[config.mk]
export PLATFORM = sky130hd
export DESIGN_NAME = sampleRateTimer
export DESIGN_NICKNAME = d
export VERILOG_FILES = /design/src/audioPcmPkg.sv /design/src/sampleRateTimer.sv
export VERILOG_INCLUDE_DIRS = /design/src
export SDC_FILE = /design/constraint.sdc
export NUM_CORES = 1
export LEC_CHECK = 0
export BUFFER_PORTS_ARGS = -buffer_cell sky130_fd_sc_hd__buf_2
export CAP_MARGIN = 20
export CORE_MARGIN = 5
export CORE_UTILIZATION = 50
export CTS_CLUSTER_SIZE = 10
export DETAILED_ROUTE_END_ITERATION = 16
export GPL_TIMING_DRIVEN = 0
export PLACE_DENSITY = 0.69
export SETUP_SLACK_MARGIN = 0.3
export SYNTH_ARGS = -nofsm -noshare
export SYNTH_HDL_FRONTEND = slang
export SYNTH_SLANG_ARGS = --single-unit
export TNS_END_PERCENT = 20
[constraint.sdc]
create_clock -name clock -period 3 [get_ports clock]
set_clock_uncertainty 0.1 [all_clocks]
set_input_delay 0.6 -clock clock [delete_from_list [all_inputs] [get_ports clock]]
set_output_delay 0.6 -clock clock [all_outputs]
set_load 0.01 [all_outputs]
[src/audioPcm_defs.svh]
`ifndef AUDIO_PCM_DEFS_SVH
`define AUDIO_PCM_DEFS_SVH

// device code, compared against address bits 27..16
`define DEV_SELECT      12'h009

// sample area decoded from address bits 15..14
`define AREA_SAMPLES    2'h0
// control area decoded from address bits 15..12
`define AREA_CONTROL    4'hF

// register indices in address bits 7..2
`define REG_CTRL0       6'h00
`define REG_CTRL1       6'h01
`define REG_POSITION    6'h08

// index width of one memory bank, 1024 words each
`define BLOCK_BITS      10
// sample position, 8 bytes per 64-bit block
`define POS_BITS        13

// opcode bits
`define OP_READ_BIT     3
`define OP_WRITE_BIT    4

// extra registers on pwmOut and pwmEna
`define PWM_DELAY       4

`endif

[src/audioPcmPkg.sv]
`default_nettype none

`include "audioPcm_defs.svh"

package audioPcmPkg;

	// bus words
	typedef logic [31:0] busAddr_t;
	typedef logic [31:0] busData_t;
	typedef logic [4:0] busOp_t;

	// response code, returned two cycles after a selected request
	typedef enum logic [1:0]
	{
		READY = 2'd0,
		OK = 2'd1
	} busStatus_t;

	// rate table code, ctrl0 bits 7..4
	typedef logic [3:0] rateSel_t;
	typedef logic [`POS_BITS-1:0] samplePos_t;

	// decoded sample, signed
	typedef logic signed [15:0] pcmSample_t;
	// pwm level, 0x8000 is silence
	typedef logic [15:0] pwmLevel_t;
	typedef logic signed [11:0] auxSample_t;

endpackage

`default_nettype wire

[src/sampleRateTimer.sv]
`default_nettype none

module sampleRateTimer
(
	input wire logic clock,
	input wire logic reset,
	input wire audioPcmPkg::rateSel_t rateSel,
	output audioPcmPkg::samplePos_t samplePos
);

	logic [13:0] tableValue;
	logic [13:0] reloadValue;
	logic [13:0] divCount;

	// divider reloads for a 50 MHz clock
	// 8, 16, 22.05, 32, 44.1 kHz rows and a few spares
	always_comb
	begin
		case (rateSel)
			4'h0: tableValue = 14'd6250;
			4'h1: tableValue = 14'd4535;
			4'h2: tableValue = 14'd3125;
			4'h3: tableValue = 14'd2268;
			4'h4: tableValue = 14'd1562;
			4'h5: tableValue = 14'd1134;
			4'h6: tableValue = 14'd781;
			4'h7: tableValue = 14'd567;
			4'h9: tableValue = 14'd1042;
			4'hB: tableValue = 14'd521;
			// remaining codes all run at 128 kHz
			default: tableValue = 14'd390;
		endcase
	end

	always_ff @(posedge clock)
	begin
		reloadValue <= tableValue;
	end

	// one position step every reloadValue+1 cycles
	always_ff @(posedge clock)
	begin
		if (reset)
		begin
			divCount <= '0;
			samplePos <= '0;
		end
		else if (divCount == 14'd0)
		begin
			divCount <= reloadValue;
			samplePos <= samplePos + 1'b1;
		end
		else
			divCount <= divCount - 1'b1;
	end

endmodule

`default_nettype wire

==> impl_metrics.env <==
export IMPL_grtUsageTotal=0.1589
export IMPL_gp_congestion=0.8491
export IMPL_die_x_um=71.74
export IMPL_h_tree_depth=2
export IMPL_cts_sinks=40
export IMPL_rsz0062_at_grt="false"
export IMPL_cts_tree="built"
export IMPL_synth_top_area_cell="dfxtp_1"
export IMPL_drv_cap=0
export IMPL_post_route_min_period_ps=2358
export IMPL_end_kind="flop"
export IMPL_hold_worst_slack_ps=377.2
export IMPL_drt_initial_drc_count=78
export IMPL_ys_seq_area_frac=0.4202
export IMPL_r2r_cells=6
export IMPL_required_ps=3120
export IMPL_antenna_found_initial=0
export IMPL_drt_pass1_iter_count=5
export IMPL_cts_root_buf="clkbuf_8"
export IMPL_finalSetupTns_ps=0
export IMPL_async_flop_share=0
export IMPL_drt_total_wl_mm=3.802
export IMPL_synth_top_cell_area_share=0.4202
export IMPL_wl_per_cell_um=12.98
export IMPL_route_detailed_drc=0
export IMPL_grt_max_degree=13
export IMPL_synth_cell_types=32
export IMPL_criticalPathCategory="reg2reg"
export IMPL_cts_hold_buf=0
export IMPL_irDropWorstVdd_v=0.0004243
export IMPL_clk_latency_ps=290
export IMPL_clkTransAtPathRegs_ps=70
export IMPL_min_delay_path_depth=2
export IMPL_setup_violations=0
export IMPL_diodes=0
export IMPL_startpoint_type="flop"
export IMPL_critical_path_arrival_ps=2480
export IMPL_via_per_inst=5.567
export IMPL_power_density_mw_per_mm2=885.1
export IMPL_core_area_mm2=0.003689
export IMPL_dp_hpwl_mm=2.784
export IMPL_drive_above_1_share=0.1306
export IMPL_crit_fanout=7
export IMPL_grt_pass1_vias=1479
export IMPL_final_hold_viol_count=0
export IMPL_io_pins=19
export IMPL_final_antenna_net_count=0
export IMPL_maxSlewViolCount=0
export IMPL_syn_cell_area_mm2=0.001906
export IMPL_layout_common_cells="40 x dfxtp_1, 26 x nor2_1, 20 x a21oi_1"
export IMPL_cts_buffers=5
export IMPL_ys_ff_latch=40
export IMPL_relSlewSlack=0.5037
export IMPL_synth_fp_nets=236
export IMPL_syn_inst=221
export IMPL_syn_area_per_cell_um2=8.623
export IMPL_max_freq_ghz=0.4241
export IMPL_dieArea_mm2=0.005146
export IMPL_cts_max_path_buffers=2
export IMPL_synth_ff_type="dfxtp_1"
export IMPL_area_growth_pct=14.97
export IMPL_gr_total_overflow=0
export IMPL_worst_pin_slew_ps=737.7
export IMPL_num_vias=1631
export IMPL_synth_edf_count=0
export IMPL_grt_first_pass_wirelength_mm=6.624
export IMPL_die_y_um=71.74
export IMPL_rows=22
export IMPL_layout_nets=260
export IMPL_initial_core_util=0.5166
export IMPL_hold_class="reg2reg"
export IMPL_status="completed"
export IMPL_post_route_period_util=0.7859
export IMPL_leakage_nw=0.8531
export IMPL_synthTopCellsByArea="dfxtp_1 42%, ha_1 5.9%, a21oi_1 5.3%"
export IMPL_yosysWarnings=0
export IMPL_io_buffers=15
export IMPL_final_common_cell="dfxtp_1"
final timing paths:
check | endpoint | startpoint | slack [ps]
setup / recovery | samplePos[9]$_SDFFE_PP0P_ | divCount[5]$_SDFF_PP0_ | 640
hold / removal | divCount[3]$_SDFF_PP0_ | reloadValue[3]$_DFF_P_ | 380
setup reg to reg | samplePos[9]$_SDFFE_PP0P_ | divCount[5]$_SDFF_PP0_ | 640
hold reg to reg | divCount[3]$_SDFF_PP0_ | reloadValue[3]$_DFF_P_ | 380
kinds of logic after synthesis:
logic type	Yosys count	share of synthesized area
compound gates	50	0.1615
buf+inv	25	0.05843
fa+ha+maj	9	0.05909
flops	40	0.4202
mux	3	0.01576
xor+xnor	12	0.05515
simple gates	82	0.2298
area by class of cell:
class,instances,area [um^2]
clock inverter,2,60.06
sequential,40,800.8
clock buffer,5,68.82
inverter,12,45.04
tap,48,60.06
multi-input combinational,156,999.7
buffer,13,66.31
fill,336,1498
timing repair buffer,17,90.09
registers in the layout, summed over array words and instances (netlist names):
register	cells
samplePos	13
reloadValue	13
divCount	14
worst max-delay path, stage by stage, from the launching register on:
cell	delay (ps)
dfxtp_1	360
or4_1	530
clkbuf_2	180
or3_1	350
clkbuf_2	160
or4_1	470
a21oi_1	150
power breakdown:
part | internal [mW] | switching [mW] | total, mW
Sequential | 0.637 | 0.103 | 0.740
Clock | 0.327 | 0.176 | 0.503
Combinational | 0.301 | 0.395 | 0.696
Total | 1.27 | 0.674 | 1.94
synth_stat cells, types with 2 or more instances:
cell / count
clkbuf_2: 2
and3_1: 3
or4_1: 7
xor2_1: 5
a211oi_1: 12
nor2_1: 26
or3_1: 8
mux2i_1: 3
nand2b_1: 4
xnor2_1: 7
o21ai_0: 7
nand4_1: 7
dfxtp_1: 40
nor4_1: 4
nand2_1: 6
nor3_1: 7
nand3_1: 6
a21oi_1: 20
clkbuf_1: 8
inv_1: 12
ha_1: 9
o22ai_1: 3
o31ai_1: 6
metal layers:
metal / track usage / up-vias / wire length (um)
met1: 0.1990 / 756 / 1837
met4: 0.06681 / 0 / 77
met3: 0.04067 / 8 / 167
met2: 0.2582 / 32 / 1719
li1: - / 835 / -
met5: 0 / - / 0
through the flow:
| step | power [mW] | std cells | util | instance area (um^2) | worst slack (ps) |
|---|---|---|---|---|---|
| 6_report | 1.939 | 293 | 0.5940 | 2191 | 642.3 |
| 5_1_grt | 2.068 | 293 | 0.5940 | 2191 | 461.7 |
| 4_1_cts | 1.920 | 291 | 0.5882 | 2170 | 457.6 |
| 3_5_place_dp | 1.412 | 284 | 0.5533 | 2041 | 481.7 |
| 3_3_place_gp | 1.403 | 284 | 0.5533 | 2041 | 483.5 |
| 2_1_floorplan | 1.267 | 221 | - | 1906 | 795.5 |
what timing repair did:
item | 4_1_cts | 5_1_grt
hold endpoints to repair | 0 | 0
setup endpoints to repair | 0 | 10
buffers inserted | 0 | 2
resized for setup | 0 | 1
(Power assumes the default switching activity.)
