<file path="config.mk">
export PLATFORM = sky130hd
export DESIGN_NAME = deltaSigmaPwm
export DESIGN_NICKNAME = d
export VERILOG_FILES = /design/src/audioPcmPkg.sv /design/src/deltaSigmaPwm.sv
export VERILOG_INCLUDE_DIRS = /design/src
export SDC_FILE = /design/constraint.sdc
export NUM_CORES = 1
export LEC_CHECK = 0
export ABC_AREA = 1
export ABC_CLOCK_PERIOD_IN_PS = 1600
export BUFFER_PORTS_ARGS = -buffer_cell sky130_fd_sc_hd__buf_2
export CORE_ASPECT_RATIO = 1.2
export CORE_MARGIN = 2
export CORE_UTILIZATION = 51
export DETAILED_ROUTE_END_ITERATION = 10
export PLACE_DENSITY = 0.79
export SETUP_SLACK_MARGIN = 0.3
export SYNTH_ARGS = -nofsm -noshare
export SYNTH_HDL_FRONTEND = slang
export SYNTH_SLANG_ARGS = --single-unit
export TNS_END_PERCENT = 10
</file>
<file path="constraint.sdc">
create_clock -name clock -period 1.6 [get_ports clock]
set_input_delay 0.16 -clock clock [delete_from_list [all_inputs] [get_ports clock]]
set_output_delay 0.16 -clock clock [all_outputs]
set_load 0.01 [all_outputs]
</file>
<file path="src/audioPcm_defs.svh">
`ifndef AUDIO_PCM_DEFS_SVH
`define AUDIO_PCM_DEFS_SVH

// device code, compared against address bits 27..16
`define DEV_SELECT      12'h009

// sample area decoded from address bits 15..14
`define AREA_SAMPLES    2'h0
// control area decoded from address bits 15..12
`define AREA_CONTROL    4'hF

// register indices in address bits 7..2
`define REG_CTRL0       6'h00
`define REG_CTRL1       6'h01
`define REG_POSITION    6'h08

// index width of one memory bank, 1024 words each
`define BLOCK_BITS      10
// sample position, 8 bytes per 64-bit block
`define POS_BITS        13

// opcode bits
`define OP_READ_BIT     3
`define OP_WRITE_BIT    4

// extra registers on pwmOut and pwmEna
`define PWM_DELAY       4

`endif

</file>
<file path="src/audioPcmPkg.sv">
`default_nettype none

`include "audioPcm_defs.svh"

package audioPcmPkg;

	// bus words
	typedef logic [31:0] busAddr_t;
	typedef logic [31:0] busData_t;
	typedef logic [4:0] busOp_t;

	// response code, returned two cycles after a selected request
	typedef enum logic [1:0]
	{
		READY = 2'd0,
		OK = 2'd1
	} busStatus_t;

	// rate table code, ctrl0 bits 7..4
	typedef logic [3:0] rateSel_t;
	typedef logic [`POS_BITS-1:0] samplePos_t;

	// decoded sample, signed
	typedef logic signed [15:0] pcmSample_t;
	// pwm level, 0x8000 is silence
	typedef logic [15:0] pwmLevel_t;
	typedef logic signed [11:0] auxSample_t;

endpackage

`default_nettype wire

</file>
<file path="src/deltaSigmaPwm.sv">
`default_nettype none

`include "audioPcm_defs.svh"

module deltaSigmaPwm
(
	input wire logic clock,
	input wire logic reset,
	input wire audioPcmPkg::pwmLevel_t pwmLevel,
	input wire logic outEnable,
	output logic pwmOut,
	output logic pwmEna
);

	logic [15:0] accum;
	logic [16:0] accumSum;
	logic rawOut;
	logic [`PWM_DELAY-1:0] outLine;
	logic [`PWM_DELAY-1:0] enaLine;

	// first order modulator, carry out is the bit stream
	assign accumSum = {1'b0, accum} + {1'b0, pwmLevel};
	// idle line sits high
	assign rawOut = outEnable ? accumSum[16] : 1'b1;

	always_ff @(posedge clock)
	begin
		if (reset)
		begin
			accum <= '0;
			outLine <= '1;
			enaLine <= '0;
		end
		else
		begin
			// accumulator parked at zero while output is off
			accum <= outEnable ? accumSum[15:0] : 16'h0000;
			outLine <= {outLine[`PWM_DELAY-2:0], rawOut};
			enaLine <= {enaLine[`PWM_DELAY-2:0], outEnable};
		end
	end

	assign pwmOut = outLine[`PWM_DELAY-1];
	assign pwmEna = enaLine[`PWM_DELAY-1];

endmodule

`default_nettype wire

</file>
==> metrics.md <==
| Metric | Value |
|---|---|
| Cell count along the critical path | 11 |
| Startpoint type of the worst setup path | register |
| Most frequent cells in the layout | 65 x sky130_fd_sc_hd__nand2_1, 36 x sky130_fd_sc_hd__inv_1, 27 x sky130_fd_sc_hd__nor2_1 |
| Headroom to the max-slew limit | 0.688 |
| Hold Path Class | primary input to register |
| Kind of critical path | register to register |
| Pleak | 0.000963 uW |
| Count of cell types in the netlist | 26 |
| Logic depth of the worst register-to-register path | 11 |
| Total number of clock tree sinks | 24 |
| Clock root buffer | sky130_fd_sc_hd__clkbuf_4 |
| Buffer depth of the longest clock path | 2 |
| Count of endpoints failing setup in the final report | 0 |
| Per-instance average area after synthesis | 6.74 sq um |
| IO buf count | 20 |
| Critical-path cell with the highest stage delay | sky130_fd_sc_hd__fa_2 |
| DRC violations left | 0 |
| Data arrival, critical path | 1.82 ns |
| Top Ports | 21 |
| Area growth from synthesis to layout | 18.4% |
| Final setup TNS | 0 ns |
| Drt initial violations | 20 |
| Number of global-route vias before repair | 1,271 |
| Cell row count | 22 |
| Int Power | roughly 1100 uW |
| Number of routed nets with antenna violations | 0 |
| Max Cap Viol | 0 |
| Area fraction of the dominant cell type after synthesis | 0.307 |
| Critical-path maximum fanout | 4 |
| Net total in the final layout | 292 |
| Synth Instances | 232 |
| Die Span Y | roughly 65 microns |
| Detailed-route wire length | 3040 microns |
| Grt ovf | 0 |
| Most repeated library cell on the critical path | sky130_fd_sc_hd__nand2_1 |
| Routed vias | 1,403 |
| Flop pwr share | 0.431 |
| Power density normalized to cell area | 816 nW/um^2 |
| Count of synthesis-stage warnings from yosys | 0 |
| Cell class contributing the biggest share of worst-path delay | simple AND/OR/NAND/NOR gates |
| Min Tclk post-route | 1.55 ns |
| Placeable core region | 3000 sq um |
| Cell breakdown of the critical path | ha_1 > fa_2 > nand2_2 > nand2_1 > nand3b_1 > nand2_2 > nand2_1 > nand2_1 > nand2_1 > nand2_1 > nor2_1 |
| Net switching power | 454 uW |
| Overall fraction of global-route tracks in use | 0.185 |
| Delay contributed by the slowest stage of the critical path | 0.36 ns |
| Clock-pin slew of the registers on the worst-case setup and hold paths | 0.15 ns |
| Routed WL per cell | roughly 10 microns |
| Largest cells by area after synthesis | sky130_fd_sc_hd__dfxtp_1 31%, sky130_fd_sc_hd__nand2_1 16%, sky130_fd_sc_hd__ha_1 13% |
| Die Footprint | around 3500 sq um |
| Antenna violations before repair | 0 |
| Chip width | 54.6 microns |
| Seq/Total Area, Yosys | 0.307 |
| Clock network fraction of design power | 0.293 |
| Detailed placer's ending HPWL | 2350 microns |
| Top cell type by total area after synthesis | sky130_fd_sc_hd__dfxtp_1 |
| # diodes | 0 |
| Detailed-router iteration count before antenna repair | 4 |
| CTS tree | yes |
| Final weighted congestion of routability-driven global placement | 0.869 |
| Final Max Slew Viols | 0 |
| Layout cell share with drive strength beyond 1 | 0.251 |
| Critical Path RT | 1.87 ns |
| Routed vias/inst | 4.82 |
| Max Clk Rate | 644 MHz |
| Global-route wire length before repair | 5000 microns |
| Power consumption | 1510 uW |
| Cell Area, Synth | 1560 sq um |
| Leading cell type in the layout, fill and taps excluded | sky130_fd_sc_hd__nand2_1 |
| Worst hold path depth | 2 |
| Effective utilization at floorplan | 0.521 |
| Capturing element type of the critical path | register |
| Status | complete, no violations |
| Number of buffers added to fix hold violations after cts | 0 |
| Final worst clock skew | 0.0116 ns |
| Maximum VDD drop | a little over 0.0005 V |
| RSZ-0062 raised after global routing | true |
| Number of levels the H-tree was split into | 1 |
| Pin count of the biggest net entering global routing | 16 |
| Synthesis-stage register bit count | 24 |
| Net switching fraction of the power | 0.300 |
| Slew at the pin closest to its max-slew limit | 0.467 ns |
| Clock network latency to the later pin of the worst-skew pair | 0.31 ns |
| Share of the cycle needed by the critical path after routing | 0.970 |
| Bufs and invs on worst path | 0 |
| Number of CTS-inserted buffers | 3 |
| Final-report hold violation count | 0 |
| Net Count, Synth | approximately 270 |
| Combinational fraction of design power | 0.276 |
==> final cells by class <==
type	count	area [sq um]
clock inverter	1	30.0
sequential	24	482
timing repair buffer	20	100
multi-input combinational	165	1010
clock buffer	3	22.5
tap	36	45.0
fill	267	1150
inverter	42	158
==> power groups by stage <==
stage	Sequential (uW)	Combinational (uW)	Clock, uW
after CTS	646	380	457
after detailed placement	660	378	0
after global placement	658	369	0
after floorplan	657	294	0
after global routing	656	481	477
final	652	417	443
==> per-stage QoR <==
step | instances | util | instance area [sq um] | hold WS [ns] | setup WS, ns
floorplan | 232 | - | 1570 | 0.231 | 0.155
global placement | 287 | 0.567 | 1700 | 0.390 | 0.103
detailed placement | 287 | 0.567 | 1700 | 0.393 | 0.0308
CTS | 291 | 0.584 | 1750 | 0.0490 | 0.00802
global route | 291 | 0.617 | 1850 | 0.0676 | -0.147
finish | 291 | 0.617 | 1850 | 0.0684 | 0.0484
==> flip-flops by register name, indices dropped and copies added (netlist names) <==
register and count:
outLine 4, enaLine 4, accum 16
==> routing by layer <==
metal / track usage / part of all wire / wire length (microns) / up-vias
met5: 0 / 0 / 0 / -
met4: 0.0375 / 0.0063 / 19 / 0
met3: 0.0207 / 0.032 / 96 / 2
met2: 0.319 / 0.52 / 1580 / 21
met1: 0.241 / 0.44 / 1340 / 619
li1: - / - / - / 761
==> cells by family (layout without fill, tap and decap cells) <==
group / count (synthesis) / in the layout / share of synthesized area
simple gates: 123 / 123 / 0.349
buf+inv: 43 / 66 / 0.110
compound gates: 25 / 25 / 0.0936
flops: 24 / 24 / 0.307
fa+ha+maj: 17 / 17 / 0.141
==> timing repair <==
action,CTS,global route
endpoints found under the setup margin,14,14
buffers inserted,0,0
resized for setup,0,12
pin swaps,0,2
==> cells in the mapped netlist (all sizes together) <==
library cell / instances
nand2: 77
inv: 41
nor2: 28
dfxtp: 24
a21oi: 17
ha: 16
nand3: 7
o21ai: 6
or2: 4
nor3: 3
nand3b: 2
a211oi: 1
and2: 1
clkbuf: 1
clkinv: 1
fa: 1
nand4: 1
o31a: 1
==> worst paths after layout <==
check	start	slack [ns]	to
setup / recovery	accum[0]$_SDFF_PP0_	0.05	accum[10]$_SDFF_PP0_
setup reg to reg	accum[0]$_SDFF_PP0_	0.05	accum[10]$_SDFF_PP0_
hold reg to reg	enaLine[1]$_SDFF_PP0_	0.42	enaLine[2]$_SDFF_PP0_
hold / removal	reset	0.07	enaLine[3]$_SDFF_PP0_
Power figures use the tool's default switching activity.
