[src/audioPcm_defs.svh]
`ifndef AUDIO_PCM_DEFS_SVH
`define AUDIO_PCM_DEFS_SVH

// device code, compared against address bits 27..16
`define DEV_SELECT      12'h009

// sample area decoded from address bits 15..14
`define AREA_SAMPLES    2'h0
// control area decoded from address bits 15..12
`define AREA_CONTROL    4'hF

// register indices in address bits 7..2
`define REG_CTRL0       6'h00
`define REG_CTRL1       6'h01
`define REG_POSITION    6'h08

// index width of one memory bank, 1024 words each
`define BLOCK_BITS      10
// sample position, 8 bytes per 64-bit block
`define POS_BITS        13

// opcode bits
`define OP_READ_BIT     3
`define OP_WRITE_BIT    4

// extra registers on pwmOut and pwmEna
`define PWM_DELAY       4

`endif

[src/audioPcmPkg.sv]
`default_nettype none

`include "audioPcm_defs.svh"

package audioPcmPkg;

	// bus words
	typedef logic [31:0] busAddr_t;
	typedef logic [31:0] busData_t;
	typedef logic [4:0] busOp_t;

	// response code, returned two cycles after a selected request
	typedef enum logic [1:0]
	{
		READY = 2'd0,
		OK = 2'd1
	} busStatus_t;

	// rate table code, ctrl0 bits 7..4
	typedef logic [3:0] rateSel_t;
	typedef logic [`POS_BITS-1:0] samplePos_t;

	// decoded sample, signed
	typedef logic signed [15:0] pcmSample_t;
	// pwm level, 0x8000 is silence
	typedef logic [15:0] pwmLevel_t;
	typedef logic signed [11:0] auxSample_t;

endpackage

`default_nettype wire

[src/pcmDecoder.sv]
`default_nettype none

module pcmDecoder
(
	input wire logic clock,
	input wire logic [7:0] sampleByte,
	input wire logic [15:0] sampleWord,
	input wire logic useCompand,
	input wire logic use16b,
	output audioPcmPkg::pcmSample_t pcmValue
);

	// S.E3.M4 fields
	logic [2:0] expField;
	logic [3:0] mantField;
	logic [10:0] magnitude;
	// 12-bit candidates, one per format
	logic [11:0] compandVal;
	logic [11:0] linearVal;
	logic [11:0] wordVal;
	logic [11:0] chosenVal;

	assign expField = sampleByte[6:4];
	assign mantField = sampleByte[3:0];

	// E=0 is denormal, otherwise hidden one shifted by E-1
	assign magnitude = (expField == 3'd0) ? {7'b0, mantField} :
		({6'b0, 1'b1, mantField} << (expField - 3'd1));

	always_ff @(posedge clock)
	begin
		// negative codes are ones-complemented under the sign
		if (sampleByte[7])
			compandVal <= {1'b1, ~magnitude};
		else
			compandVal <= {1'b0, magnitude};
		// unsigned byte, flip the top bit to get two's complement
		linearVal <= {~sampleByte[7], sampleByte[6:0], 4'h0};
		// 16-bit data is unsigned unless compand is set
		wordVal <= {sampleWord[15] ^ ~useCompand, sampleWord[14:4]};
	end

	assign chosenVal = use16b ? wordVal : (useCompand ? compandVal : linearVal);

	// widen to 16 bits by repeating the top nibble
	always_ff @(posedge clock)
	begin
		pcmValue <= {chosenVal, chosenVal[11:8]};
	end

endmodule

`default_nettype wire

[config.mk]
export PLATFORM = sky130hd
export DESIGN_NAME = pcmDecoder
export DESIGN_NICKNAME = d
export VERILOG_FILES = /design/src/audioPcmPkg.sv /design/src/pcmDecoder.sv
export VERILOG_INCLUDE_DIRS = /design/src
export SDC_FILE = /design/constraint.sdc
export NUM_CORES = 1
export LEC_CHECK = 0
export BUFFER_PORTS_ARGS = -buffer_cell sky130_fd_sc_hd__clkbuf_2
export CORE_UTILIZATION = 53
export CTS_BUF_LIST = sky130_fd_sc_hd__clkbuf_8
export CTS_CLUSTER_DIAMETER = 120
export DETAILED_ROUTE_END_ITERATION = 8
export GPL_TIMING_DRIVEN = 0
export PLACE_DENSITY = 0.86
export SLEW_MARGIN = 20
export SYNTH_ARGS = -nofsm -noshare
export SYNTH_HDL_FRONTEND = slang
export SYNTH_SLANG_ARGS = --single-unit
[constraint.sdc]
create_clock -name clock -period 2 [get_ports clock]
set_clock_uncertainty 0.2 [all_clocks]
set_input_delay 0.1 -clock clock [delete_from_list [all_inputs] [get_ports clock]]
set_output_delay 0.1 -clock clock [all_outputs]
set_load 0.05 [all_outputs]
==> impl_metrics.csv <==
group,metric,value,unit
pwr,p_sw,0.566,mW
yosys,synth_xor_area_share,6.60,%
timing,setup_violations,0,
global_routing,first_global_vias,1244,
place,dp_slack,-105,ps
clocking,cts_setup_buffers,0,
routing,routed_via_density,5.10,
timing,max_freq,0.552,GHz
worst_setup_path,crit_required,1970,ps
place,portBuffers,37,
clocking,root_buffer,"clkbuf_8",
pwr,power_frac_comb,21.2,%
clocking,clkSlewWorstSetupHoldPaths,80,ps
clocking,htreeDepth,2,
die,dieArea,3230,sq um
routing,drt_iter0_drc,33,
die,core_area,2810,sq um
global_routing,overflow,0,
die,rows,19,
worst_setup_path,path_max_fanout,10,
final_layout,finalNetCount,245,
routing,wirelength,3470,microns
clocking,clock_latency,290,ps
worst_setup_path,start_kind,"input port",
timing,drv_slew,0,
yosys,synth-adder-area-share,1.57,%
clocking,cts_resized,0,
timing,fin_crit_sh,90.5,%
global_routing,track_usage,23.9,%
worst_setup_path,cpPeakStageDelay,330,ps
timing,maxSlewHeadroom,70.0,%
status,status,"complete, but fails checks",
die,start_util,56.7,%
pwr,p_per_area,929,nW/um^2
timing,finalCriticalPeriod,1810,ps
pwr,seq_power_share,50.2,%
global_routing,grt_first_pass_wirelength,5630,microns
yosys,ys_ff_latch,44,
worst_setup_path,arrival,1780,ps
die,boundaryPins,43,
clocking,clock_sink_count,44,
clocking,cts_tree,"built",
final_layout,area_growth,32.5,%
die,die_w,56.8,microns
routing,vias,1264,
job,max_cap_viol_count,0,
final_layout,final_common_cell,"dfxtp_1",
worst_setup_path,cp_slowest_cell,"a311o_1",
timing,rsz0062_at_grt,"no",
routing,drc,4,
routing,first_pass_iters,6,
yosys,ys_types,33,
yosys,synthesis.area,1590,sq um
yosys,synth_top_family_by_area,"compound AO/OA/AOI/OAI gates",
pwr,switching_share,28.9,%
timing,worst_slack,190,ps
final_layout,fin_util,75.2,%
yosys,synth_cells,152,
worst_setup_path,crit_type,"input port to flop",
yosys,synth.avg_cell_area,10.5,sq um
pwr,p_clk_share,28.6,%
yosys,syn-num-nets,181,
place,post-dp-hpwl,2290,microns
final_layout,layout_common_cells,"44 x dfxtp_1, 37 x clkbuf_2, 20 x dlygate4sd3_1",
hold_path,worst_hold_path_type,"input port to flop",
clocking,numCtsBuffers,5,
routing,avgRoutedWirePerCell,14.0,microns
place,gp_congestion,0.869,
global_routing,antenna_found_initial,0,
timing,hold_viol_final,0,
final_layout,antennaDiodeCount,0,
status,violations,"design-rule violations",
yosys,synth-compound-area-share,13.2,%
yosys,yosys_warnings,0,
worst_setup_path,crit_buf_inv,4,
final_layout,final_layout_size_suffix_gt1_share,27.6,%
worst_setup_path,cp-end-kind,"flop",
pwr,p_leak,0.961,nW
yosys,yosysSeqAreaShare,55.3,%
global_routing,grt_max_degree,14,
die,die_y,56.8,microns
worst_setup_path,worstPathCellList,"clkbuf_2 > buf_4 > inv_1 > ha_1 > buf_2 > and3b_1 > a311o_1 > a22oi_2 > xnor2_1",
timing,worst_pin_slew,449,ps
yosys,synthMuxAreaShare,9.04,%
pwr,peakVddDrop,532,uV
worst_setup_path,r2r_slack,1120,ps
yosys,synthSimpleGateAreaFrac,8.81,%
routing,drtAntennaViolNets,0,
pwr,p_int,1.39,mW
worst_setup_path,cp_top_family,"buffers and inverters",
clocking,clock_path_buffers,2,
[cells by family after synthesis]
logic type | Yosys count
AO/OA/AOI/OAI | 33
AND/OR/NAND/NOR | 32
multiplexers | 12
adder cells (fa/ha/maj) | 2
flip-flops | 44
XOR/XNOR | 12
buffers and inverters | 17
[power by group through the flow]
stage | sequential, mW | combinational (mW) | clock, mW
after floorplan | 1.09 | 0.200 | 0
after global placement | 0.999 | 0.372 | 0
after detailed placement | 1.00 | 0.379 | 0
after CTS | 0.984 | 0.412 | 0.571
after global routing | 0.991 | 0.445 | 0.617
final | 0.984 | 0.415 | 0.559
[sequential cells by signal, summed over array words and instances, names as in the netlist]
name and count:
compandVal 12, linearVal 8, wordVal 12, pcmValue 12
[cell type report]
| type | count | area (sq um) |
|---|---|---|
| sequential | 44 | 881 |
| fill | 193 | 697 |
| buffer | 12 | 67.6 |
| timing repair buffer | 57 | 385 |
| multi-input combinational | 91 | 624 |
| clock inverter | 2 | 10.0 |
| inverter | 5 | 18.8 |
| tap | 31 | 38.8 |
| clock buffer | 6 | 82.6 |
[through the flow]
stage                     setup TNS (ps)  instance area, sq um  std cells  hold WS (ps)  total power, mW
after floorplan                        0                  1590        152         -72.3             1.29
after global placement             -98.9                  1820        220          2.61             1.37
after detailed placement            -221                  1820        220          3.92             1.38
after CTS                              0                  2110        248          18.4             1.97
after global routing                   0                  2110        248          12.0             2.05
final                                  0                  2110        248          10.5             1.96
[cells in the mapped netlist]
library cell | count | area [sq um]
a211oi_1 | 1 | 7.51
a21oi_1 | 8 | 40.0
a221oi_1 | 1 | 8.76
a22o_1 | 4 | 35.0
a22oi_2 | 1 | 12.5
a311o_1 | 1 | 10.0
a31oi_1 | 1 | 6.26
a32oi_1 | 1 | 8.76
and2_1 | 1 | 6.26
and3b_1 | 1 | 8.76
buf_2 | 3 | 15.0
buf_4 | 5 | 37.5
clkbuf_1 | 4 | 15.0
dfxtp_1 | 44 | 881
ha_1 | 2 | 25.0
inv_1 | 4 | 15.0
inv_2 | 1 | 3.75
mux2_2 | 1 | 11.3
mux2_4 | 2 | 30.0
mux2i_1 | 8 | 80.1
mux2i_4 | 1 | 22.5
nand2_1 | 13 | 48.8
nand2b_1 | 1 | 6.26
nand3_1 | 2 | 10.0
nor2_1 | 10 | 37.5
nor2_2 | 1 | 6.26
nor2b_1 | 1 | 6.26
nor3_1 | 2 | 10.0
o21ai_0 | 11 | 55.1
o21ai_1 | 1 | 5.00
o22a_1 | 1 | 8.76
o22ai_1 | 2 | 12.5
xnor2_1 | 12 | 105
[timing repair]
| item | 4_1_cts | 5_1_grt |
|---|---|---|
| endpoints found under the hold margin | 20 | 0 |
| hold buffers | 20 | 0 |
| endpoints found under the setup margin | 0 | 0 |
[per-layer routing]
metal  routed length [microns]  GRT usage [%]  part of all wire, %
met3                       158           6.22                  4.6
met2                      1820           43.2                   53
met4                        38           10.1                  1.1
met5                         0              0                    0
met1                      1450           26.2                   42
[path summary, 6_finish.rpt]
| kind | endpoint | startpoint | depth (start not counted) |
|---|---|---|---|
| worst max-delay path | compandVal[6] | sampleByte[4] | 9 |
| worst min-delay path | wordVal[11] | useCompand | 2 |
| worst max register to register | pcmValue[11] | compandVal[7] | 2 |
| worst min register to register | pcmValue[13] | wordVal[9] | 2 |
Note: power is estimated with default switching activity, not from simulation.
