<file path="config.mk">
export PLATFORM = sky130hd
export DESIGN_NAME = pcmMixer
export DESIGN_NICKNAME = d
export VERILOG_FILES = /design/src/audioPcmPkg.sv /design/src/pcmMixer.sv
export VERILOG_INCLUDE_DIRS = /design/src
export SDC_FILE = /design/constraint.sdc
export NUM_CORES = 1
export LEC_CHECK = 0
export BUFFER_PORTS_ARGS = -buffer_cell sky130_fd_sc_hd__buf_2
export CAP_MARGIN = 0
export CORE_AREA = 5 5 114 116
export DETAILED_ROUTE_END_ITERATION = 6
export DIE_AREA = 0 0 119 121
export GPL_ROUTABILITY_DRIVEN = 0
export GPL_TIMING_DRIVEN = 0
export SYNTH_ARGS = -nofsm -noshare
export SYNTH_HDL_FRONTEND = slang
export SYNTH_SLANG_ARGS = --single-unit
export TNS_END_PERCENT = 1
</file>
<file path="constraint.sdc">
create_clock -name clock -period 4.7 [get_ports clock]
set_clock_uncertainty 0.2 [all_clocks]
set_input_delay 0.705 -clock clock [delete_from_list [all_inputs] [get_ports clock]]
set_output_delay 0.705 -clock clock [all_outputs]
set_load 0.02 [all_outputs]
</file>
<file path="src/audioPcm_defs.svh">
`ifndef AUDIO_PCM_DEFS_SVH
`define AUDIO_PCM_DEFS_SVH

// device code, compared against address bits 27..16
`define DEV_SELECT      12'h009

// sample area decoded from address bits 15..14
`define AREA_SAMPLES    2'h0
// control area decoded from address bits 15..12
`define AREA_CONTROL    4'hF

// register indices in address bits 7..2
`define REG_CTRL0       6'h00
`define REG_CTRL1       6'h01
`define REG_POSITION    6'h08

// index width of one memory bank, 1024 words each
`define BLOCK_BITS      10
// sample position, 8 bytes per 64-bit block
`define POS_BITS        13

// opcode bits
`define OP_READ_BIT     3
`define OP_WRITE_BIT    4

// extra registers on pwmOut and pwmEna
`define PWM_DELAY       4

`endif

</file>
<file path="src/audioPcmPkg.sv">
`default_nettype none

`include "audioPcm_defs.svh"

package audioPcmPkg;

	// bus words
	typedef logic [31:0] busAddr_t;
	typedef logic [31:0] busData_t;
	typedef logic [4:0] busOp_t;

	// response code, returned two cycles after a selected request
	typedef enum logic [1:0]
	{
		READY = 2'd0,
		OK = 2'd1
	} busStatus_t;

	// rate table code, ctrl0 bits 7..4
	typedef logic [3:0] rateSel_t;
	typedef logic [`POS_BITS-1:0] samplePos_t;

	// decoded sample, signed
	typedef logic signed [15:0] pcmSample_t;
	// pwm level, 0x8000 is silence
	typedef logic [15:0] pwmLevel_t;
	typedef logic signed [11:0] auxSample_t;

endpackage

`default_nettype wire

</file>
<file path="src/pcmMixer.sv">
`default_nettype none

module pcmMixer
(
	input wire logic clock,
	input wire logic reset,
	input wire audioPcmPkg::pcmSample_t pcmValue,
	input wire audioPcmPkg::auxSample_t auxPcm,
	input wire logic timer1MHz,
	input wire logic [15:0] beepDivisor,
	output audioPcmPkg::pwmLevel_t pwmLevel
);

	audioPcmPkg::auxSample_t auxReg;
	logic signed [15:0] auxWide;
	logic signed [15:0] mixSum;
	logic signed [15:0] sumReg;
	// divisor pipeline, beeper starts two cycles after a write
	logic [15:0] beepDelay1;
	logic [15:0] beepDelay2;
	logic beepEna;
	logic [15:0] beepCount;
	logic beepPhase;
	logic tick;

	always_ff @(posedge clock)
	begin
		auxReg <= auxPcm;
		beepDelay1 <= beepDivisor;
		beepDelay2 <= beepDelay1;
	end

	assign beepEna = (beepDelay2 != 16'd0);

	// tone generator, phase flips on each count underflow
	always_ff @(posedge clock)
	begin
		if (reset)
		begin
			tick <= 1'b0;
			beepCount <= '0;
			beepPhase <= 1'b0;
		end
		else
		begin
			tick <= timer1MHz;
			if (beepCount == 16'd0)
			begin
				beepCount <= beepDelay2;
				beepPhase <= ~beepPhase;
			end
			else
				beepCount <= beepCount - {15'b0, tick};
		end
	end

	// aux halved, then scaled by 8
	assign auxWide = auxReg >>> 1;

	always_comb
	begin
		if (beepEna)
			mixSum = beepPhase ? 16'sh0FFF : -16'sh1000;
		else
			mixSum = (pcmValue >>> 2) + (auxWide <<< 3);
	end

	always_ff @(posedge clock)
	begin
		sumReg <= mixSum;
	end

	// clip to +-0x2000, then offset and scale into the 16-bit level
	always_ff @(posedge clock)
	begin
		if (sumReg > 16'sh1FFF)
			pwmLevel <= 16'hFFFF;
		else if (sumReg < -16'sh2000)
			pwmLevel <= 16'h0000;
		else
			pwmLevel <= 16'h8000 + {sumReg[13:0], 2'b00};
	end

endmodule

`default_nettype wire

</file>
==> results of run 1 <==
-- per-layer routing --
layer	up-vias	track usage, %
met5	-	0
met4	0	4.92
met3	10	3.45
met2	47	14.3
met1	950	12.2
li1	1141	-
-- report_power, final --
| part | total [mW] | switching, mW | internal, mW | leakage (nW) |
|---|---|---|---|---|
| clock | 0.656 | 0.282 | 0.374 | 0.132 |
| sequential | 0.984 | 0.0671 | 0.917 | 0.757 |
| combinational | 0.599 | 0.326 | 0.272 | 0.791 |
-- worst max-delay path, stage by stage --
cell and delay [ps]:
buf_2 110, ha_1 220, inv_1 70, fa_1 200
nor2b_1 70, o31ai_1 400, a211oi_1 180, o31a_1 310
o31ai_1 220
-- cell type report --
class	instances	area [sq um]	area share, %
Buffer	11	68.8	1.72
Clock buffer	11	243	6.08
Clock inverter	5	37.5	0.941
Inverter	9	33.8	0.847
Multi-Input combinational cell	175	1310	32.9
Sequential cell	91	1820	45.7
Tap cell	147	184	4.61
Timing Repair Buffer	58	290	7.27
-- cell families (layout without fill, tap and decap cells) --
kind of cell	Yosys count	after routing	synth area share [%]
fa+ha+maj	27	27	9.67
xor+xnor	19	19	5.14
flops	91	91	56.3
buf+inv	20	94	3.17
compound gates	53	53	13.0
simple gates	75	75	12.4
mux	1	1	0.348
-- registers in the layout (all words and copies together), names as in the netlist --
| name | count |
|---|---|
| auxReg | 11 |
| beepCount | 16 |
| beepDelay1 | 16 |
| beepDelay2 | 16 |
| beepPhase | 1 |
| pwmLevel | 15 |
| sumReg | 15 |
| tick | 1 |
-- path summary, 6_finish.rpt --
path | startpoint | to | slack (ps) | depth (start not counted)
worst min register to register | beepDelay1[5] | beepDelay2[5] | 130 | 0
worst max-delay path | pcmValue[5] | sumReg[13] | 2260 | 9
worst max register to register | beepCount[7] | beepCount[6] | 2390 | 6
worst min-delay path | beepDelay1[5] | beepDelay2[5] | 130 | 0
-- cell usage in the layout, fill, tap and decap left out, types with 4 or more instances in the layout --
cell and instances:
dfxtp_1 91, buf_2 59, nor2_1 24, nand2_1 16
o21ai_0 13, a211oi_2 13, maj3_1 13, ha_1 13
xor2_1 11, inv_1 9, clkbuf_16 9, xnor2_1 8
nor4_1 7, clkbuf_1 6, a21oi_1 6, nor2b_1 4
o21a_1 4, a31oi_1 4, nor3_1 4
==> reports/results.ini, run 1 <==
[status]
status = finished clean

[die]
fp.dieH_um = 121
dieArea_sq_um = 14400
core_region_area_sq_um = 11800
num_rows = 40
die_w_um = 119
start_util_pct = 27.4
ioPinCount = 63

[drt]
num_vias = 2148
firstDrtPassIters = 4
wl_met3_um = 282
drt-total-wl_um = 6340
drt-initial-drc-count = 75
wl_per_cell_um = 12.5
viasPerCell = 4.24
top_layer = met4
wl_met2_um = 2730
wirelength_met1_um = 3150
ant_nets = 0
route.detailed.drc = 0

[yosys]
synth_largest_area_cell = dfxtp_1
synth.distinct_cells = 44
async_flop_share_pct = 0
ys_warn_count = 0
netlist.area_leader.share_pct = 56.3
synthFlopType = dfxtp_1
ys_seq_area_share_pct = 56.3
synthTopCellsByArea = dfxtp_1, a211oi_2, ha_1
synth_nets = 347
avgSynthCellArea_sq_um = 11.3
syn_inst = 286
ys_top_cells_by_count = dfxtp_1, nor2_1, nand2_1
post-synth-top-count-cell = dfxtp_1
ys_ff_latch = 91
synth-edff-count = 0
synth_area_sq_um = 3240

[global_route]
gr-total-overflow = 0
grt_pass1_wl_um = 10900
grt_pass1_vias = 2298
antenna_found_initial = 0
track_usage_pct = 9.61
grt_max_degree = 16

[setup_path]
critPathKind = in2reg
cp.arrival_ps = 2480
required_ps = 4740
cp_max_fo = 4
end_kind = flop
startpoint_type = primary input

[timing]
fin_ws_ps = 2260
hold_slack_ps = 127
timing_hold_violations_final = 0
fmaxAchievable_mhz = 410
finalSetupTns_ps = 0
setup_viol = 0
slew_headroom_pct = 52.7
tightestPinTransition_ps = 708
rsz0062_at_grt = false
period_needed_ps = 2440
maxSlewViolCount = 0
fin_crit_sh_pct = 51.9

[cts]
cts_buffer_depth = 2
ctsHoldBuffers = 0
ctsResizeCount = 0
clock_latency_ps = 340
clk_pin_slew_ps = 60
ctsHtreeMaxLevel = 3
cts_sinks = 91
cts_tree = done
post_cts_buffers = 0
cts_made_buffers = 9
cts-root-buf = clkbuf_16

[placed_design]
place_ws_ps = 1920
place_inst = 491
dpl_cell_area_sq_um = 3710
portBuffers = 58
hpwl_um = 4950

[hold_path]
min_path_type = reg2reg

[finish]
post-route-util_pct = 33.8
final_nets = 416
final_cells = 507
post-route-cell-area_sq_um = 3990
drive_above_1_share_pct = 26.9
diodes = 0
fillers = 1189
area_growth_pct = 23.3

[power_and_ir_drop]
power_density_nw_per_um2 = 561
p_leak_nw = 1.68
ir_drop_v = 0.000169
total_power_mw = 2.24

[job]
drv_cap = 0

Note: power is estimated with default switching activity, not from simulation.
==> run 2, diff against run 1 <==
- clock period: 4.7 -> 2.1 ns (I/O delays scaled with it)
==> run 2 against run 1 <==
  * Flip-flop and latch count is the same
  * Non-clock buffer count grew 39
  * Die area unchanged
  * Worst hold slack got worse by 120 ps
  * The run now ends with negative setup slack left
  * Clock-buffer cell count stayed put
  * Cell count rose by 7.7%
  * Clock power grew 130%
  * Final area up 12%
  * Total power increased by 140%
  * Largest power group unchanged
  * Setup slack got worse by 2300 ps
  * First-iteration DRC count did not move
==> reports/results.ini, run 2 (synthesis gave the netlist of run 1 again) <==
[hold_path]
min_path_type = in2reg
hold_path_depth = 3
min_to = sumReg[2]
hp-start = pcmValue[4]

[die]
start_util_pct = 27.4
dieArea_sq_um = 14400
fp.dieH_um = 121
core_region_area_sq_um = 11800
ioPinCount = 63
num_rows = 40
die_w_um = 119

[finish]
most-common-layout-cells = dfxtp_1, buf_2, dlygate4sd3_1
area_growth_pct = 38.5
fillers = 1142
reg.largest.list = beepCount: 16 flops, beepDelay1: 16 flops, beepDelay2: 16 flops
final_cells = 546
post-route-util_pct = 37.9
drive_above_1_share_pct = 33.8
diodes = 0
final_nets = 455
final_common_cell = dfxtp_1

[power_and_ir_drop]
ir_drop_v = 0.000425
p_leak_nw = 1.86
total_power_mw = 5.31
power_density_nw_per_um2 = 1190

[placed_design]
place_ws_ps = -295
hpwl_um = 4950
portBuffers = 58
place_inst = 491

[drt]
wl_per_cell_um = 12.3
firstDrtPassIters = 4
top_layer = met4
drt-initial-drc-count = 75
num_vias = 2322
wl_met3_um = 275
ant_nets = 0
viasPerCell = 4.25
wl_met2_um = 3040
wirelength_met1_um = 3220
route.detailed.drc = 0
drt-total-wl_um = 6720

[status]
violations = negative setup slack
status = complete, but fails checks

[global_route]
antenna_found_initial = 0
grt_max_degree = 16
grt_pass1_wl_um = 11600
track_usage_pct = 10.2
gr-total-overflow = 0
grt_pass1_vias = 2464

[setup_path]
cp.arrival_ps = 2230
startpoint_type = flop
crit_family = simple AND/OR/NAND/NOR gates
cp_num_buf_inv = 1
path_cells = or4_4, nor4_4, buf_4, nand4_1, xor2_1, a211oi_2
end_kind = flop
reg2reg_depth = 6
rr_startpoint = beepCount[10]
crit_slowest_cell = or4_4
r2r-end = beepCount[15]
critPathKind = reg2reg
cp_max_fo = 2
ff2ff_setup_slack_ps = -80
required_ps = 2150
slowest_delay_ps = 560

[timing]
fin_crit_sh_pct = 104
finalSetupTns_ps = -324
period_needed_ps = 2180
maxSlewViolCount = 0
setup_viol = 12
rsz0062_at_grt = true
timing_hold_violations_final = 0
fmaxAchievable_mhz = 459
slew_headroom_pct = 52.6
tightestPinTransition_ps = 710
fin_ws_ps = -78.8

[cts]
cts-root-buf = clkbuf_16
ctsHtreeMaxLevel = 3
clock_latency_ps = 340
cts_made_buffers = 9
clk_pin_slew_ps = 60
cts_buffer_depth = 2
cts_tree = done
cts_sinks = 91

[job]
drv_cap = 0

## run 2: layout make-up
type	count	area (sq um)	share of cell area, %
Timing Repair Buffer	97	659	14.7
Buffer	11	75.1	1.68
Multi-Input combinational cell	175	1420	31.7
Clock inverter	5	37.5	0.838
Sequential cell	91	1830	40.8
Clock buffer	11	243	5.42
Tap cell	147	184	4.10
Inverter	9	33.8	0.754
## run 2: worst min-delay path: cells and delay by family
kind	cells	cell delay, ps
buffers and inverters	1	100
AND/OR/NAND/NOR	2	100
## run 2: routing by layer
layer	up-vias	global-route usage, %
li1	1216	-
met1	1047	12.8
met2	47	15.8
met3	12	3.36
met4	0	4.78
met5	-	0
## run 2: worst max path at each step
stage	endpoint	slack (ps)	cells after the start	start
global placement	sumReg[13]	-270	9	pcmValue[5]
finish	beepCount[15]	-80	6	beepCount[10]
global route	sumReg[13]	-200	9	auxReg[1]
detailed placement	sumReg[13]	-290	9	pcmValue[5]
CTS	beepCount[15]	-80	6	beepCount[10]
floorplan	beepCount[0]	5	6	beepCount[7]
## run 2: through the flow
stage               hold slack [ps]  cell area (sq um)
detailed placement              113               3710
CTS                            5.40               4440
global route                   10.2               4480
finish                         7.41               4480
global placement                113               3710
floorplan                       110               3240
## run 2: repair_timing
item	CTS	global route
cloned	2	0
setup buffers	7	1
resized for setup	30	7
setup endpoints to repair	17	28
endpoints found under the hold margin	29	0
pin swaps	8	2
hold buffers	29	0
## run 2: power by group
part | switching (mW) | internal [mW] | leakage, nW | total [mW]
logic | 0.818 | 0.802 | 0.970 | 1.62
registers | 0.156 | 2.06 | 0.759 | 2.21
clock network | 0.641 | 0.837 | 0.132 | 1.48
total | 1.61 | 3.70 | 1.86 | 5.31
