File: src/audioPcm_defs.svh
`ifndef AUDIO_PCM_DEFS_SVH
`define AUDIO_PCM_DEFS_SVH

// device code, compared against address bits 27..16
`define DEV_SELECT      12'h009

// sample area decoded from address bits 15..14
`define AREA_SAMPLES    2'h0
// control area decoded from address bits 15..12
`define AREA_CONTROL    4'hF

// register indices in address bits 7..2
`define REG_CTRL0       6'h00
`define REG_CTRL1       6'h01
`define REG_POSITION    6'h08

// index width of one memory bank, 1024 words each
`define BLOCK_BITS      10
// sample position, 8 bytes per 64-bit block
`define POS_BITS        13

// opcode bits
`define OP_READ_BIT     3
`define OP_WRITE_BIT    4

// extra registers on pwmOut and pwmEna
`define PWM_DELAY       4

`endif

File: src/audioPcmPkg.sv
`default_nettype none

`include "audioPcm_defs.svh"

package audioPcmPkg;

	// bus words
	typedef logic [31:0] busAddr_t;
	typedef logic [31:0] busData_t;
	typedef logic [4:0] busOp_t;

	// response code, returned two cycles after a selected request
	typedef enum logic [1:0]
	{
		READY = 2'd0,
		OK = 2'd1
	} busStatus_t;

	// rate table code, ctrl0 bits 7..4
	typedef logic [3:0] rateSel_t;
	typedef logic [`POS_BITS-1:0] samplePos_t;

	// decoded sample, signed
	typedef logic signed [15:0] pcmSample_t;
	// pwm level, 0x8000 is silence
	typedef logic [15:0] pwmLevel_t;
	typedef logic signed [11:0] auxSample_t;

endpackage

`default_nettype wire

File: src/pcmBusRegs.sv
`default_nettype none

`include "audioPcm_defs.svh"

module pcmBusRegs
(
	input wire logic clock,
	input wire logic reset,
	input wire audioPcmPkg::busAddr_t busAddr,
	input wire audioPcmPkg::busData_t busData,
	input wire audioPcmPkg::busOp_t busOp,
	input wire audioPcmPkg::samplePos_t samplePos,
	output audioPcmPkg::busData_t readData,
	output audioPcmPkg::busStatus_t busStatus,
	output logic memWrite,
	output logic memBank,
	output logic [`BLOCK_BITS-1:0] memIndex,
	output audioPcmPkg::busData_t memData,
	output logic useCompand,
	output logic use16b,
	output logic outEnable,
	output audioPcmPkg::rateSel_t rateSel,
	output logic [15:0] beepDivisor
);

	// request as seen one cycle after the bus
	audioPcmPkg::busAddr_t reqAddr;
	audioPcmPkg::busData_t reqData;
	audioPcmPkg::busOp_t reqOp;
	audioPcmPkg::busData_t ctrl0;
	audioPcmPkg::busData_t ctrl1;
	audioPcmPkg::busData_t readNext;
	logic devSel;
	logic ctrlSel;
	logic sampleSel;
	logic reqRead;
	logic reqWrite;

	// opcode is control state, address and data are payload
	always_ff @(posedge clock)
	begin
		if (reset)
			reqOp <= '0;
		else
			reqOp <= busOp;
	end

	always_ff @(posedge clock)
	begin
		reqAddr <= busAddr;
		reqData <= busData;
	end

	// device and area decode
	assign devSel = (reqAddr[27:16] == `DEV_SELECT);
	assign ctrlSel = devSel && (reqAddr[15:12] == `AREA_CONTROL);
	assign sampleSel = devSel && (reqAddr[15:14] == `AREA_SAMPLES);
	assign reqRead = reqOp[`OP_READ_BIT];
	assign reqWrite = reqOp[`OP_WRITE_BIT];

	// sample writes go out now, land in the buffer at the next edge
	// bit 2 picks the bank, the word index sits above it
	assign memWrite = sampleSel && reqWrite;
	assign memBank = reqAddr[2];
	assign memIndex = reqAddr[`BLOCK_BITS+2:3];
	assign memData = reqData;

	// readback mux, zero for anything not mapped
	always_comb
	begin
		readNext = '0;
		if (ctrlSel && reqRead)
		begin
			case (reqAddr[7:2])
				`REG_CTRL0: readNext = ctrl0;
				`REG_CTRL1: readNext = ctrl1;
				`REG_POSITION: readNext = {{(32-`POS_BITS){1'b0}}, samplePos};
				default: readNext = '0;
			endcase
		end
	end

	// response and register writes share one edge
	always_ff @(posedge clock)
	begin
		if (reset)
		begin
			readData <= '0;
			busStatus <= audioPcmPkg::READY;
			ctrl0 <= '0;
			ctrl1 <= '0;
		end
		else
		begin
			readData <= readNext;
			// any selected read or write completes, no wait states
			if (devSel && (reqRead || reqWrite))
				busStatus <= audioPcmPkg::OK;
			else
				busStatus <= audioPcmPkg::READY;
			if (ctrlSel && reqWrite)
			begin
				case (reqAddr[7:2])
					`REG_CTRL0: ctrl0 <= reqData;
					`REG_CTRL1: ctrl1 <= reqData;
					default: ;
				endcase
			end
		end
	end

	// control fields as levels
	assign useCompand = ctrl0[0];
	assign use16b = ctrl0[1];
	// bit 2 was stereo, kept only in readback
	assign outEnable = ctrl0[3];
	assign rateSel = ctrl0[7:4];
	assign beepDivisor = ctrl1[15:0];

endmodule

`default_nettype wire

File: config.mk
export PLATFORM = sky130hd
export DESIGN_NAME = pcmBusRegs
export DESIGN_NICKNAME = d
export VERILOG_FILES = /design/src/audioPcmPkg.sv /design/src/pcmBusRegs.sv
export VERILOG_INCLUDE_DIRS = /design/src
export SDC_FILE = /design/constraint.sdc
export NUM_CORES = 1
export LEC_CHECK = 0
export ABC_CLOCK_PERIOD_IN_PS = 2900
export BUFFER_PORTS_ARGS = -buffer_cell sky130_fd_sc_hd__buf_4
export CORE_MARGIN = 2
export CORE_UTILIZATION = 55
export CTS_BUF_LIST = sky130_fd_sc_hd__clkbuf_8
export DETAILED_ROUTE_END_ITERATION = 8
export PLACE_DENSITY_LB_ADDON = 0.15
export SLEW_MARGIN = 10
export SYNTH_ARGS = -nofsm -noshare
export SYNTH_HDL_FRONTEND = slang
export SYNTH_SLANG_ARGS = --single-unit
File: constraint.sdc
create_clock -name clock -period 2.9 [get_ports clock]
set_clock_uncertainty 0.2 [all_clocks]
set_input_delay 0.435 -clock clock [delete_from_list [all_inputs] [get_ports clock]]
set_output_delay 0.435 -clock clock [all_outputs]
set_load 0.1 [all_outputs]
==> flow_summary.yaml, run 1 <==
outcome:
  status: "finished, final reports clean"
power:
  ir_drop_mv: 0.401
  cellLeakagePower_nw: 2.88
  power_density_mw_per_mm2: 565
yosys:
  synthCells: 530
  synth_fp_nets: 614
  syn_area_sq_mm: 0.00528
  synth_top_cell_by_area: "dfxtp_1"
  synthFlopType: "dfxtp_1"
  ys_types: 31
  async_flop_share_pct: 0
  synth.avg_cell_area_sq_um: 9.97
  yosys.area.top_type_share_pct: 59.5
  ys_seq_area_share_pct: 59.5
  ys_ff_latch: 157
  synth_edf_count: 0
  synthTopCellsByArea: "dfxtp_1, a21oi_1, nand3_1"
  synth.top_cells.by_count: "dfxtp_1, a21oi_1, nand3_1"
  yosysMostFrequentCell: "dfxtp_1"
  yosysWarnings: 0
timing:
  rsz0062_at_grt: "false"
  relSlewSlack_pct: 53.2
  worst_pin_slew_ns: 0.703
  final_hold_viol_count: 0
  drv_slew: 0
  finalCritPeriodShare_pct: 90.3
  setup_viol_count_final: 0
  fmax_mhz: 382
  finalSetupTns_ns: 0
  final.min_clock_period_ns: 2.62
  hold_ws_ns: 0.0466
clock_tree:
  postCtsSetupBuffers: 0
  holdBufCountCts: 59
  cts-root-buf: "clkbuf_8"
  numCtsBuffers: 17
  cts-resized-gates: 0
  clk_pin_slew_worst_paths_ns: 0.08
  cts_max_level: 4
  cts_tree: "built"
  cts.sinks: 157
  clk-insertion-delay-late_ns: 0.44
  clock_path_buffers: 2
die:
  start_util_pct: 56.9
  die_area_sq_mm: 0.0104
  ios: 185
  die_h_um: 102
  core_area_sq_mm: 0.00928
  num_rows: 35
  die_w_um: 102
detailed_routing:
  drc: 0
  dr.first_iter.drc_count: 281
  via_per_inst: 5.42
  firstDrtPassIters: 7
  ant_nets: 0
  wire_per_inst_um: 16.6
  wirelength_um: 14400
  vias: 4677
global_routing:
  antenna_found_initial: 0
  grt_remaining_overflow: 0
  grtUsageTotal_pct: 28.3
  grt_pass1_vias: 4670
  grt_max_degree: 67
  grt_pass1_wl_um: 22600
worst_setup_path:
  crit_arrival_ns: 1.98
  critPathKind: "reg2out"
  rrSetupSlack_ns: 0.64
  cp-endpoint: "memWrite"
  cp-startpoint: "reqAddr[19]"
  critPathCaptureType: "output pin"
  timing.rr.start: "reqAddr[7]"
  cp.required_ns: 2.27
  reg2regPathDepth: 5
  critPathMaxFanout: 3
  r2r-end: "ctrl0[19]"
  start_kind: "register"
cells_and_area:
  final-seq-area_sq_mm: 0.00314
  num_antenna_cells: 0
  drive_gt1_share_pct: 33.8
  multi_input_area_sq_mm: 0.00170
  n_fill_cell: 596
  syn2layout_area_growth_pct: 40.1
  nets: 805
placed_design:
  globalplace.congestion: 0.780
  dp_hpwl_um: 8240
  port_buffers: 174
run:
  maxCapViolations: 0
hold_path:
  hold_depth: 2
  hp-class: "in2reg"
-- per-stage QoR --
step	total power [mW]	util, %	cells	worst slack (ns)	cell area [sq um]
finish	4.18	79.7	863	0.281	7400
global route	4.32	79.7	863	0.0835	7400
CTS	4.20	79.7	863	0.271	7400
detailed placement	2.68	69.4	772	0.697	6440
global placement	2.67	69.4	772	0.791	6440
floorplan	2.55	-	530	0.347	5290
-- critical path: stages, from the launching register on --
cell	delay, ns
dfxtp_1	0.32
nor4bb_1	0.45
nand4b_1	0.29
nor3_4	0.17
buf_4	0.31
-- cell type report --
| class | instances | share of cell area, % |
|---|---|---|
| Multi-Input combinational cell | 296 | 23.0 |
| Clock buffer | 17 | 3.16 |
| Sequential cell | 157 | 42.5 |
| Clock inverter | 15 | 1.79 |
| Timing Repair Buffer | 249 | 27.4 |
| Tap cell | 129 | 2.18 |
-- logic make-up after synthesis --
group                  synth area share [%]
AOI/OAI and AO/OA                      19.8
other                                0.0710
DFF                                    59.5
buffers and inverters                  8.55
and+or+nand+nor                        12.0
-- report_power, final --
group	internal, mW	switching, mW
Sequential	2.20	0.0347
Combinational	0.161	0.303
Clock	0.620	0.866
-- state kept, by name, summed over array words and instances (netlist names) --
name / cells
reqOp: 2
ctrl1: 32
memData: 32
busStatus: 1
readData: 32
reqAddr: 26
ctrl0: 32
-- worst min path at each step --
stage,from,endpoint,slack [ns]
finish,busOp[3],reqOp[3],0.05
global route,busOp[3],reqOp[3],0.04
CTS,busOp[3],reqOp[3],0.001
detailed placement,reqOp[3],busStatus[0],0.23
global placement,reqOp[3],busStatus[0],0.24
floorplan,reqOp[3],busStatus[0],0.22
-- layout by cell type, fill, tap and decap left out, drive strengths merged, types with 13 or more instances in the layout --
cell,count
buf,190
dfxtp,157
a21oi,77
nand3,66
o21ai,64
dlygate4sd3,59
a22oi,32
nor2,20
clkbuf,17
nand2,13
-- layer usage --
layer | vias to the layer above | share of wire [%] | GRT usage (%)
met2 | 208 | 52 | 50.2
met5 | - | 0 | 0
met1 | 2224 | 39 | 31.7
met4 | 0 | 1.8 | 11.1
li1 | 2220 | - | -
met3 | 25 | 7.3 | 8.69
Power figures use the tool's default switching activity.
==> inputs of run 2 (changes only) <==
ABC_CLOCK_PERIOD_IN_PS = 3200   (was 2900)
PLACE_DENSITY = 0.95   (was unset)
PLACE_DENSITY_LB_ADDON = unset   (was 0.15)
clock period = 3.2 ns   (was 2.9 ns; I/O delays follow)
==> run 2 against run 1 <==
Sequential share of layout area shrank 0.072 points. Highest routed layer unchanged. Power shrank 7.1%. Final cell count shrank 0.23%. Worst hold slack gained 0.0065 ns.
==> flow_summary.yaml, run 2 (same netlist as run 1, synthesis figures left out) <==
clock_tree:
  cts_tree: "built"
  clock_path_buffers: 2
  numCtsBuffers: 17
  clk-insertion-delay-late_ns: 0.44
  holdBufCountCts: 58
  cts-root-buf: "clkbuf_8"
  postCtsSetupBuffers: 0
  clk_pin_slew_worst_paths_ns: 0.10
  cts-resized-gates: 0
  cts.sinks: 157
  cts_max_level: 4
worst_setup_path:
  critPathMaxFanout: 3
  critPathCaptureType: "output pin"
  cp.required_ns: 2.52
  timing.rr.start: "reqAddr[17]"
  critPathKind: "reg2out"
  r2r-end: "ctrl0[22]"
  crit_arrival_ns: 1.98
  start_kind: "register"
  rrSetupSlack_ns: 0.80
  reg2regPathDepth: 5
die:
  ios: 185
  die_h_um: 102
  start_util_pct: 56.9
  die_w_um: 102
  core_area_sq_mm: 0.00928
  num_rows: 35
  die_area_sq_mm: 0.0104
power:
  cellLeakagePower_nw: 2.88
  p_clk_share_pct: 37.0
  finalPower_mw: 3.88
  p_comb_share_pct: 10.8
  swShare_pct: 29.6
  p_switching_mw: 1.15
  ir_drop_mv: 0.414
  p_seq_share_pct: 52.1
  power_density_mw_per_mm2: 524
  internal_power_mw: 2.73
cells_and_area:
  drive_gt1_share_pct: 33.7
  fin_util_pct: 79.9
  nets: 803
  fin_cells: 861
  post-route-cell-area_sq_mm: 0.00741
  mostFrequentLayoutCell: "buf_4"
  num_antenna_cells: 0
  syn2layout_area_growth_pct: 40.3
  final_cell_mix: "buf_4, dfxtp_1, a21oi_1, nand3_1, o21ai_0"
placed_design:
  place_ws_ns: 0.889
  globalplace.congestion: 0.791
  dp_cells: 771
  placed_area_sq_mm: 0.00643
  dp_hpwl_um: 8890
  port_buffers: 174
detailed_routing:
  drc: 0
  vias: 4832
  firstDrtPassIters: 7
  wire_per_inst_um: 17.5
  via_per_inst: 5.61
  ant_nets: 0
  wirelength_um: 15100
  dr.first_iter.drc_count: 266
timing:
  fmax_mhz: 376
  finalSetupTns_ns: 0
  setup_ws_ns: 0.540
  worst_pin_slew_ns: 0.876
  drv_slew: 0
  setup_viol_count_final: 0
  finalCritPeriodShare_pct: 83.1
  final_hold_viol_count: 0
  final.min_clock_period_ns: 2.66
  relSlewSlack_pct: 41.5
  rsz0062_at_grt: "false"
  hold_ws_ns: 0.0531
global_routing:
  grtUsageTotal_pct: 29.1
  grt_max_degree: 67
  grt_pass1_vias: 4903
  grt_pass1_wl_um: 23300
  grt_remaining_overflow: 0
  antenna_found_initial: 0
hold_path:
  hp-start: "busOp[3]"
  hold_depth: 2
  min_to: "reqOp[3]"
  hp-class: "in2reg"
outcome:
  status: "finished, final reports clean"
run:
  maxCapViolations: 0
[run 2: cell count changes in the layout (fill, tap and decap cells not counted), sizes merged]
cell	delta
buf	-1
clkinv	-1
clkinvlp	-1
dlygate4sd3	-1
inv	+2
[run 2: worst max-delay path by stage]
stage / start / endpoint / slack (ns) / cells after the start
4_1_cts: reqAddr[17] / memWrite / 0.53 / 4
5_1_grt: reqAddr[17] / memWrite / 0.41 / 4
3_3_place_gp: reqAddr[7] / readData[1] / 0.97 / 4
3_5_place_dp: reqAddr[17] / ctrl0[17] / 0.89 / 5
2_1_floorplan: reqAddr[25] / memWrite / 0.20 / 5
6_report: reqAddr[17] / memWrite / 0.54 / 4
[run 2: power groups by stage]
stage	Sequential (mW)	Combinational [mW]	Clock [mW]
global placement	2.07	0.355	0
global route	2.03	0.432	1.54
CTS	2.02	0.417	1.46
floorplan	2.22	0.0884	0
finish	2.03	0.420	1.44
detailed placement	2.07	0.359	0
[run 2: final cells by class]
class	count	area, sq um
clock buffer	17	234
clock inverter	15	169
fill	558	1870
multi-input combinational	296	1690
sequential	157	3140
tap	129	161
timing repair buffer	247	2010
[run 2: routing by layer]
metal	part of all wire (%)	global-route usage, %	routed length (um)
met2	54	52.8	8130
met3	8.2	7.93	1240
met4	3.4	14.9	510
met5	0	0	0
met1	35	30.9	5220
[run 2: critical path, cell delays in order, from the launching register on]
cell,delay [ns]
dfxtp_1,0.31
nor4bb_1,0.49
nand4b_1,0.25
nor3_2,0.17
buf_4,0.32
